**src/verilog/vstream_pkg.sv**
```systemverilog
package vstream_pkg;

    // Number of columns in the processing array.
    localparam int NUM_COL = 4;

    // Maximum number of result elements held by one column.
    localparam int VEC_LEN = 4;

    // Width of an element index.
    // A stored stream length is kept as length minus one, so it fits the same width.
    localparam int IDX_W = $clog2(VEC_LEN);

    // Width of one result word.
    localparam int DATA_W = 16;

    // Result register file geometry.
    localparam int RF_DEPTH = 32;
    localparam int RF_ADDR_W = $clog2(RF_DEPTH);

endpackage

```
**src/verilog/vstream_config.sv**
```systemverilog
`timescale 1ns/1ps

module vstream_config
    import vstream_pkg::*;
(
    input  logic                             clk,
    input  logic                             rst,
    input  logic                             cfg_we,
    input  logic [1:0]                       cfg_col,
    input  logic [IDX_W-1:0]                 cfg_len_m1,
    output logic [NUM_COL-1:0][IDX_W-1:0]    len_m1
);

    // One stored length per column, kept as the element count minus one.
    // After reset every column streams its full buffer.
    logic [NUM_COL-1:0][IDX_W-1:0] len_q;

    always_ff @(posedge clk) begin
        if (rst) begin
            for (int c = 0; c < NUM_COL; c++) begin
                len_q[c] <= IDX_W'(VEC_LEN - 1);
            end
        end else if (cfg_we) begin
            len_q[cfg_col] <= cfg_len_m1;
        end
    end

    // The columns sample their length directly from the register outputs.
    assign len_m1 = len_q;

endmodule

```
**src/verilog/vstream_column.sv**
```systemverilog
`timescale 1ns/1ps

module vstream_column
    import vstream_pkg::*;
(
    input  logic              clk,
    input  logic              rst,
    input  logic              load_we,
    input  logic [IDX_W-1:0]  load_idx,
    input  logic [DATA_W-1:0] load_data,
    input  logic [IDX_W-1:0]  len_m1,
    input  logic              sel,
    output logic [DATA_W-1:0] data,
    output logic              valid,
    output logic              done
);

    // Result buffer of this column.
    logic [DATA_W-1:0] buffer [VEC_LEN];

    // Index of the element presented while the column is selected.
    logic [IDX_W-1:0] idx;

    logic last_elem;

    // Results are loaded directly, one entry per write.
    always_ff @(posedge clk) begin
        if (rst) begin
            for (int i = 0; i < VEC_LEN; i++) begin
                buffer[i] <= '0;
            end
        end else if (load_we) begin
            buffer[load_idx] <= load_data;
        end
    end

    assign last_elem = (idx == len_m1);

    // The index only moves while the column supplies data.
    // It wraps to zero on the last element, so the next stream starts clean.
    always_ff @(posedge clk) begin
        if (rst) begin
            idx <= '0;
        end else if (sel) begin
            if (last_elem) begin
                idx <= '0;
            end else begin
                idx <= idx + 1'b1;
            end
        end
    end

    // The element goes out in the same cycle as the select bit.
    assign data  = buffer[idx];
    assign valid = sel;
    assign done  = sel && last_elem;

endmodule

```
**src/verilog/vstreamout_control.sv**
```systemverilog
`timescale 1ns/1ps

module vstreamout_control
    import vstream_pkg::*;
(
    input  logic                 clk,
    input  logic                 rst,
    input  logic [NUM_COL-1:0]   is_vstreamout,
    input  logic [NUM_COL-1:0]   done,
    input  logic [RF_ADDR_W-1:0] rd_addr,
    output logic [NUM_COL-1:0]   supplier,
    output logic [RF_ADDR_W-1:0] streamout_addr,
    output logic                 is_vstreamout_global,
    output logic [NUM_COL-1:0]   sel_mux2
);

    // Two-state FSM: low is idle, high is streaming.
    logic active;
    logic next_active;

    logic [NUM_COL-1:0] curr_supplier;
    logic [NUM_COL-1:0] next_supplier;
    logic [NUM_COL-1:0] curr_sel_mux2;
    logic [NUM_COL-1:0] next_sel_mux2;

    logic start;
    logic step;
    logic finish;

    // A request is only taken while idle; requests during a stream are dropped.
    assign start  = !active && (|is_vstreamout);

    // The supplying column hands over on its done.
    assign step   = active && (|(curr_supplier & done));

    // Done of the last column ends the stream.
    assign finish = active && curr_supplier[NUM_COL-1] && done[NUM_COL-1];

    always_comb begin
        next_active   = active;
        next_supplier = curr_supplier;
        next_sel_mux2 = curr_sel_mux2;
        if (start) begin
            next_active   = 1'b1;
            next_supplier = NUM_COL'(1);
            next_sel_mux2 = NUM_COL'(1);
        end else if (finish) begin
            next_active   = 1'b0;
            next_supplier = NUM_COL'(1);
            next_sel_mux2 = '0;
        end else if (step) begin
            next_supplier = curr_supplier << 1;
            next_sel_mux2 = curr_sel_mux2 << 1;
        end
    end

    always_ff @(posedge clk) begin
        if (rst) begin
            active        <= 1'b0;
            curr_supplier <= NUM_COL'(1);
            curr_sel_mux2 <= '0;
        end else begin
            active        <= next_active;
            curr_supplier <= next_supplier;
            curr_sel_mux2 <= next_sel_mux2;
        end
    end

    // The start address is held for the whole stream, so later changes
    // on rd_addr do not move the writes.
    always_ff @(posedge clk) begin
        if (rst) begin
            streamout_addr <= '0;
        end else if (start) begin
            streamout_addr <= rd_addr;
        end
    end

    assign supplier             = curr_supplier;
    assign sel_mux2             = curr_sel_mux2;
    assign is_vstreamout_global = active;

endmodule

```
**src/verilog/vstream_regfile.sv**
```systemverilog
`timescale 1ns/1ps

module vstream_regfile
    import vstream_pkg::*;
(
    input  logic                           clk,
    input  logic                           rst,
    input  logic [NUM_COL-1:0][DATA_W-1:0] col_data,
    input  logic [NUM_COL-1:0]             col_valid,
    input  logic [NUM_COL-1:0]             sel_mux2,
    input  logic [RF_ADDR_W-1:0]           streamout_addr,
    input  logic                           busy,
    input  logic [RF_ADDR_W-1:0]           rf_rd_addr,
    output logic [DATA_W-1:0]              rf_rd_data,
    output logic                           out_valid,
    output logic [DATA_W-1:0]              out_data
);

    logic [DATA_W-1:0] regs [RF_DEPTH];

    // Offset of the next word from the captured start address.
    logic [RF_ADDR_W-1:0] wr_offset;
    logic [RF_ADDR_W-1:0] wr_addr;

    // AND-OR mux on the one-hot select; at most one column is selected.
    always_comb begin
        out_data = '0;
        for (int c = 0; c < NUM_COL; c++) begin
            out_data = out_data | (col_data[c] & {DATA_W{sel_mux2[c]}});
        end
    end

    assign out_valid = |(sel_mux2 & col_valid);

    always_ff @(posedge clk) begin
        if (rst || !busy) begin
            wr_offset <= '0;
        end else if (out_valid) begin
            wr_offset <= wr_offset + 1'b1;
        end
    end

    // Addition wraps modulo RF_DEPTH.
    assign wr_addr = streamout_addr + wr_offset;

    always_ff @(posedge clk) begin
        if (rst) begin
            for (int i = 0; i < RF_DEPTH; i++) begin
                regs[i] <= '0;
            end
        end else if (out_valid) begin
            regs[wr_addr] <= out_data;
        end
    end

    assign rf_rd_data = regs[rf_rd_addr];

endmodule

```
**src/verilog/vstream_unit.sv**
```systemverilog
`timescale 1ns/1ps

module vstream_unit
    import vstream_pkg::*;
(
    input  logic                 clk,
    input  logic                 rst,

    // Direct load of column result buffers.
    input  logic                 load_we,
    input  logic [1:0]           load_col,
    input  logic [IDX_W-1:0]     load_idx,
    input  logic [DATA_W-1:0]    load_data,

    // Per-column stream length, written as length minus one.
    input  logic                 cfg_we,
    input  logic [1:0]           cfg_col,
    input  logic [IDX_W-1:0]     cfg_len_m1,

    // Stream-out request and its start address.
    input  logic [NUM_COL-1:0]   is_vstreamout,
    input  logic [RF_ADDR_W-1:0] rd_addr,

    // Result read-back.
    input  logic [RF_ADDR_W-1:0] rf_rd_addr,

    output logic                 busy,
    output logic [NUM_COL-1:0]   supplier,
    output logic                 out_valid,
    output logic [DATA_W-1:0]    out_data,
    output logic [DATA_W-1:0]    rf_rd_data
);

    logic [NUM_COL-1:0][IDX_W-1:0]  len_m1;
    logic [NUM_COL-1:0][DATA_W-1:0] col_data;
    logic [NUM_COL-1:0]             col_valid;
    logic [NUM_COL-1:0]             col_done;
    logic [NUM_COL-1:0]             col_load_we;
    logic [NUM_COL-1:0]             sel_mux2;
    logic [RF_ADDR_W-1:0]           streamout_addr;

    vstream_config u_config (
        .clk        (clk),
        .rst        (rst),
        .cfg_we     (cfg_we),
        .cfg_col    (cfg_col),
        .cfg_len_m1 (cfg_len_m1),
        .len_m1     (len_m1)
    );

    for (genvar c = 0; c < NUM_COL; c++) begin : g_col
        // Only the addressed column takes the load.
        assign col_load_we[c] = load_we && (load_col == 2'(c));

        vstream_column u_column (
            .clk       (clk),
            .rst       (rst),
            .load_we   (col_load_we[c]),
            .load_idx  (load_idx),
            .load_data (load_data),
            .len_m1    (len_m1[c]),
            .sel       (sel_mux2[c]),
            .data      (col_data[c]),
            .valid     (col_valid[c]),
            .done      (col_done[c])
        );
    end

    vstreamout_control u_control (
        .clk                  (clk),
        .rst                  (rst),
        .is_vstreamout        (is_vstreamout),
        .done                 (col_done),
        .rd_addr              (rd_addr),
        .supplier             (supplier),
        .streamout_addr       (streamout_addr),
        .is_vstreamout_global (busy),
        .sel_mux2             (sel_mux2)
    );

    vstream_regfile u_regfile (
        .clk            (clk),
        .rst            (rst),
        .col_data       (col_data),
        .col_valid      (col_valid),
        .sel_mux2       (sel_mux2),
        .streamout_addr (streamout_addr),
        .busy           (busy),
        .rf_rd_addr     (rf_rd_addr),
        .rf_rd_data     (rf_rd_data),
        .out_valid      (out_valid),
        .out_data       (out_data)
    );

endmodule

```
**config.mk**
```make
export PLATFORM = sky130hd
export DESIGN_NAME = vstream_unit
export DESIGN_NICKNAME = d
export VERILOG_FILES = /design/src/verilog/vstream_pkg.sv /design/src/verilog/vstream_config.sv /design/src/verilog/vstream_column.sv /design/src/verilog/vstreamout_control.sv /design/src/verilog/vstream_regfile.sv /design/src/verilog/vstream_unit.sv
export SDC_FILE = /design/constraint.sdc
export NUM_CORES = 1
export LEC_CHECK = 0
export ABC_AREA = 1
export BUFFER_PORTS_ARGS = -buffer_cell sky130_fd_sc_hd__clkbuf_2
export CAP_MARGIN = 10
export CORE_MARGIN = 3
export CORE_UTILIZATION = 37
export CTS_BUF_LIST = sky130_fd_sc_hd__clkbuf_4
export CTS_CLUSTER_SIZE = 40
export DETAILED_ROUTE_END_ITERATION = 8
export SLEW_MARGIN = 10
export SYNTH_ARGS = -nofsm -noshare
export SYNTH_HDL_FRONTEND = slang
export SYNTH_HIERARCHICAL = 1
export SYNTH_SLANG_ARGS = --single-unit
```
**constraint.sdc**
```tcl
create_clock -name clk -period 4 [get_ports clk]
set_input_delay 0.2 -clock clk [delete_from_list [all_inputs] [get_ports clk]]
set_output_delay 0.2 -clock clk [all_outputs]
set_load 0.1 [all_outputs]
```
## Yosys cells after proc, flatten, opt, wreduce, memory -nomap -nowiden

Memory sizes are Yosys's and may differ from the RTL's. A register that Yosys moved wholly into a read port is not among the register bits.
Index checks and enable logic that the tools add are counted.

| storage, ports and cells | value |
|---|---|
| flip-flop bits (word level) | 35 |
| bits in writable memories | 768 |
| input port bits | 42 |
| memories | 5 |

| cells by class | value |
|---|---|
| $add $sub $neg | 6 |
| magnitude comparators | 2 |
| equality and inequality tests | 7 |
| mux-type cells | 52 |
| bitwise logic cells | 9 |
| reduce and logical (&&, ||, !) cells | 27 |

Memory list:

| memory | depth | width | read ports | clocked after Yosys merged registers in | wr ports | line | text |
|---|---|---|---|---|---|---|---|
| u_regfile.regs | 32 | 16 | 1 | 0 | 32 | vstream_regfile.sv:19 | `logic [DATA_W-1:0] regs [RF_DEPTH];` |
| g_col[0].u_column.buffer | 4 | 16 | 1 | 1 | 4 | vstream_column.sv:19 | `logic [DATA_W-1:0] buffer [VEC_LEN];` |
| g_col[1].u_column.buffer | 4 | 16 | 1 | 1 | 4 | vstream_column.sv:19 |  |
| g_col[2].u_column.buffer | 4 | 16 | 1 | 1 | 4 | vstream_column.sv:19 |  |
| g_col[3].u_column.buffer | 4 | 16 | 1 | 1 | 4 | vstream_column.sv:19 |  |

Operators with widths:

| operator | count |
|---|---|
| $mux W16 | 5 |
| $reduce_or A16 Y1 | 5 |
| $and A16 B16 Y16 | 4 |
| $or A16 B16 Y16 | 3 |
| $mux W2 | 17 |
| $mux W1 | 27 |
| $logic_and A1 B1 Y1 | 13 |
| $reduce_or A4 Y1 | 3 |
| $add A2 B1 Y2 const B | 4 |
| $and A4 B4 Y4 | 2 |
| $bwmux W8 | 1 |
| $eq A2 B2 Y1 | 4 |
| $add A5 B1 Y5 const B | 1 |
| $add A5 B5 Y5 | 1 |
| $mux W5 | 1 |
| $demux W2 S2 | 1 |
| $eq A2 B2 Y1 const B | 2 |
| $lt A2 B3 Y1 const B | 1 |
| $reduce_bool A3 Y1 | 1 |
| $reduce_or A3 Y1 | 1 |
| $eq A2 B1 Y1 const B | 1 |
| $ge A2 B1 Y1 const B | 1 |
| $logic_not A2 Y1 | 1 |
| $reduce_bool A2 Y1 | 1 |
| other kinds (2) | 2 |

## Depth between registers and ports, before layout

| logic depth | value |
|---|---|
| word-level depth | 8 |
| gate-level depth with buffers | 12 |
| depth with buffers taken out | 11 |

## Hierarchy

Netlist, hierarchy kept.

Modules (own cells, without submodules):

| module | instances | cells an instance | area each (sq um) |
|---|---|---|---|
| vstream_regfile | 1 | 2567 | 25486.9 |
| vstream_column | 4 | 327 | 3121.7 |
| vstreamout_control | 1 | 86 | 669.4 |
| vstream_config | 1 | 43 | 369.1 |
| vstream_unit | 1 | 8 | 30.0 |

## Least setup slack after synthesis

Ideal clock, no wire load.

| timing | value |
|---|---|
| path kind | register to register |
| start | register u_regfile.wr_offset[0] |
| end | memory u_regfile.regs[0][0], enable pin |
| library setup time | 0.411 ns |
| arrival time | 2.935 ns |
| slack | 0.653 ns |
| stages on the path, launching flop included | 8 |
| path buffers | 1 |
| cells stage by stage | dfxtp_1 -> ha_1 -> fa_1 -> xor2_1 -> inv_2 -> nand3_2 -> buf_2 -> o21ai_0 |

RTL lines:

| item | line | text |
|---|---|---|
| start, declared | vstream_regfile.sv:22 | `logic [RF_ADDR_W-1:0] wr_offset;` |
| start signal, assigned | vstream_regfile.sv:39 | `wr_offset <= wr_offset + 1'b1;` |
| end, declared | vstream_regfile.sv:19 |  |

==> impl_metrics.yaml <==
status:
  status: "complete, no violations"
pwr:
  p_leak_nw: 17.5
  pwr_density_cell_nw_per_um2: 429
  vdd_drop_max_uv: 232
min_path:
  min_path_type: "in -> reg"
  hold_start: "cfg_len_m1[0]"
  holdPathEnd: "u_config/len_m1[4]"
  worstHoldPathCells: 4
placement:
  io_buffers: 79
  dp_hpwl_mm: 68.6
  place_congestion: 0.820
final_layout:
  drive_above_1_share_pct: 19.8
  fin_nets: 4247
  syn2layout_area_growth_pct: 13.8
floorplanning:
  die_area_um2: 109000
  fp-row-count: 118
  initial_core_util_pct: 37.5
  core_um2: 104000
  io-pin-count: 80
  die_w_um: 331
  die_h_um: 331
route:
  routedWlPerCell_um: 19.6
  drc: 0
  drt_first_pass_iters: 5
  drt_iter0_drc: 2879
  vias_per_cell: 5.12
  ant_nets: 0
  totalWireLength_mm: 112
  num_vias: 29400
sta:
  hold_viol: 0
  post-route-period-util_pct: 93.4
  max_freq_mhz: 268
  timing.final.crit_period_ns: 3.74
  worstMarginPinSlew_ns: 0.991
  hold-worst-slack_ns: 0.0999
  relSlewSlack_pct: 34.0
  finalSetupViolCount: 0
  rsz0062_at_grt: "false"
  finalClockSkew_ns: 0.0870
  drv_slew: 0
  tns_ns: 0
critical_path:
  critPathMaxFanout: 19
  r2r_slack_ns: 0.80
  start_kind: "register"
  r2r_cells: 7
  reg2reg_to: "u_regfile/regs[22][4]"
  crit_path_end_kind: "primary output"
  worstReg2RegStart: "u_regfile/wr_offset[0]"
  setup.worst_path.class: "reg -> out"
  required_ns: 3.80
  arrival_ns: 3.54
synthesis:
  synth_fp_nets: 4060
  ys_seq_elements: 811
  synth_area_um2: 39000
  yosys_most_used_dff: "edfxtp_1"
  avgSynthCellArea_um2: 9.73
  synth_area_leaders: "edfxtp_1 (59%), nand2_1 (9.7%), nand3_1 (5.4%)"
  ys_seq_area_share_pct: 61.3
  ys_async_sr_fraction_pct: 0
  synth_cell_types: 38
  netlist_instances: 4012
  ys.warnings.count: 6
  synth_top_cell_area_share_pct: 59.1
  synth_top_cell_by_area: "edfxtp_1"
  synth_edf_count: 768
clocking:
  clockBufferDepth: 3
  cts_tree: "built"
  post-cts-setup-buffers: 0
  clock-sinks: 811
  cts_buffers: 208
  clk-insertion-delay-late_ns: 1.07
  path_clk_slew_ns: 0.06
  cts_root_buf: "clkbuf_4"
  cts_htree_levels: 4
global_route:
  grt_busiest_layer: "met2"
  met3_usage_pct: 3.51
  grt_use_total_pct: 20.4
  antenna_found_initial: 3
  grt_overflow: 0
  grt_pass1_vias: 28000
  use_met1_pct: 27.3
  grt_start_max_net_pins: 129
  grtUsageMet2_pct: 33.2
  grt_pass1_wl_mm: 169
run:
  drv_cap: 0
-- through the flow --
| step | total power [mW] | cell area (µm²) | utilization, % | worst slack, ns | cells |
|---|---|---|---|---|---|
| floorplan | 11.2 | 39000 | - | 0.653 | 4012 |
| global placement | 12.0 | 41000 | 39.4 | 0.840 | 5297 |
| detailed placement | 12.0 | 41000 | 39.4 | 0.840 | 5297 |
| CTS | 19.3 | 44400 | 42.7 | 0.0166 | 5730 |
| global route | 19.9 | 44400 | 42.7 | 0.0266 | 5736 |
| finish | 19.1 | 44400 | 42.7 | 0.264 | 5737 |
-- cell usage after synthesis, types with 2 or more instances --
cell and number:
a21oi_1 73, a22o_1 32, buf_1 24, buf_2 111, buf_4 13, buf_6 25, clkbuf_1 131, dfxtp_1 43
edfxtp_1 768, ha_1 5, inv_1 328, inv_2 15, nand2_1 1013, nand2_2 17, nand2_4 5, nand3_1 425
nand3_2 9, nand3_4 17, nand4_1 6, nor2_1 363, nor2_2 149, nor2_4 2, nor2_8 4, nor3_1 214
nor3_2 43, nor3_4 8, o211ai_1 64, o21ai_0 91, o31ai_1 4, xor2_1 2
-- sequential cells by signal, summed over array words and instances, names as in the netlist, named ones only --
register / flops
g_col.u_column/buffer: 256
g_col.u_column/idx: 8
u_config/len_m1: 8
u_control/is_vstreamout_global: 1
u_control/sel_mux2: 4
u_control/streamout_addr: 5
u_control/supplier: 4
u_regfile/regs: 512
u_regfile/wr_offset: 5
-- layer usage --
metal | wire [µm] | up-vias
li1 | - | 13900
met1 | 47200 | 14100
met2 | 53700 | 1127
met3 | 8210 | 193
met4 | 3250 | 0
met5 | 0 | -
-- worst max-delay path by stage --
stage                                 from                     to  slack, ns  cells after the start
finish                            register            out_data[6]       0.26                      8
global route                      register            out_data[0]       0.03                      8
CTS                               register            out_data[7]       0.02                      7
detailed placement  u_regfile/wr_offset[0]  u_regfile/regs[22][8]       0.84                      7
global placement                  register            out_data[7]       0.84                      7
floorplan           u_regfile/wr_offset[0]   u_regfile/regs[0][0]       0.65                      7
-- final cells by class --
cell class | instances | area [µm²]
Sequential cell | 811 | 23900
Multi-Input combinational cell | 2553 | 12500
Clock buffer | 333 | 2500
Inverter | 344 | 1300
Clock inverter | 28 | 185
Tap cell | 1380 | 1730
Timing Repair Buffer | 281 | 2260
Fill cell | 10100 | 59600
Antenna cell | 7 | 17.5
-- worst max-delay path, stage by stage, from the launching register on --
cell and delay (ns):
dfxtp_1 0.82, buf_4 0.34, a21oi_1 0.05, o21ai_0 0.10
nand2_1 0.07, a22o_1 0.26, nor2_4 0.37, inv_1 0.08
clkbuf_2 0.38
-- report_power, final --
group / leakage [nW] / internal [mW] / switching [mW] / total (mW)
clock: 1.61 / 3.81 / 3.40 / 7.21
combinational: 7.81 / 0.476 / 1.66 / 2.13
sequential: 8.07 / 9.62 / 0.120 / 9.74
-- placed cells by master, fill, tap and decap left out, types with 3 or more instances in the layout --
cell           netlist  final
nand2_1           1013   1013
edfxtp_1           768    768
nand3_1            425    425
nor2_1             363    347
clkbuf_4             0    333
inv_1              328    326
nor3_1             214    214
nor2_2             149    149
buf_4               13    133
a21oi_1             73     73
dlygate4sd3_1        0     72
o21ai_0             91     71
clkbuf_2             0     65
o211ai_1            64     64
nor3_2              43     43
dfxtp_1             43     36
a22o_1              32     32
nand3_4             17     19
nor2_4               2     18
nand2_2             17     17
o21ai_1              1     17
inv_2               15     15
clkinv_1             0     14
buf_12               0     10
nor3_4               8      8
diode_2              0      7
nand3_2              9      7
nand4_1              6      6
inv_6                0      5
nand2_4              5      5
ha_1                 5      5
o21ai_2              0      4
dfxtp_4              0      4
nor2_8               4      4
clkinv_4             0      3
clkinvlp_4           0      3
dfxtp_2              0      3
-- cell families (layout without fill, tap and decap cells) --
family	Yosys count	after routing	share of synthesized area [%]
adder cells (fa/ha/maj)	6	6	0.212
buffers and inverters	648	986	7.20
AO/OA/AOI/OAI	268	268	4.22
XOR/XNOR	3	3	0.0673
AND/OR/NAND/NOR	2276	2276	27.0
other	0	7	0
flip-flops	811	811	61.3
-- timing repair --
action | 4_1_cts | 5_1_grt
gates resized for setup | 6 | 1
endpoints found under the hold margin | 371 | 0
setup endpoints to repair | 5 | 1
pin swaps | 0 | 0
hold buffers | 72 | 0
Power figures use the tool's default switching activity.
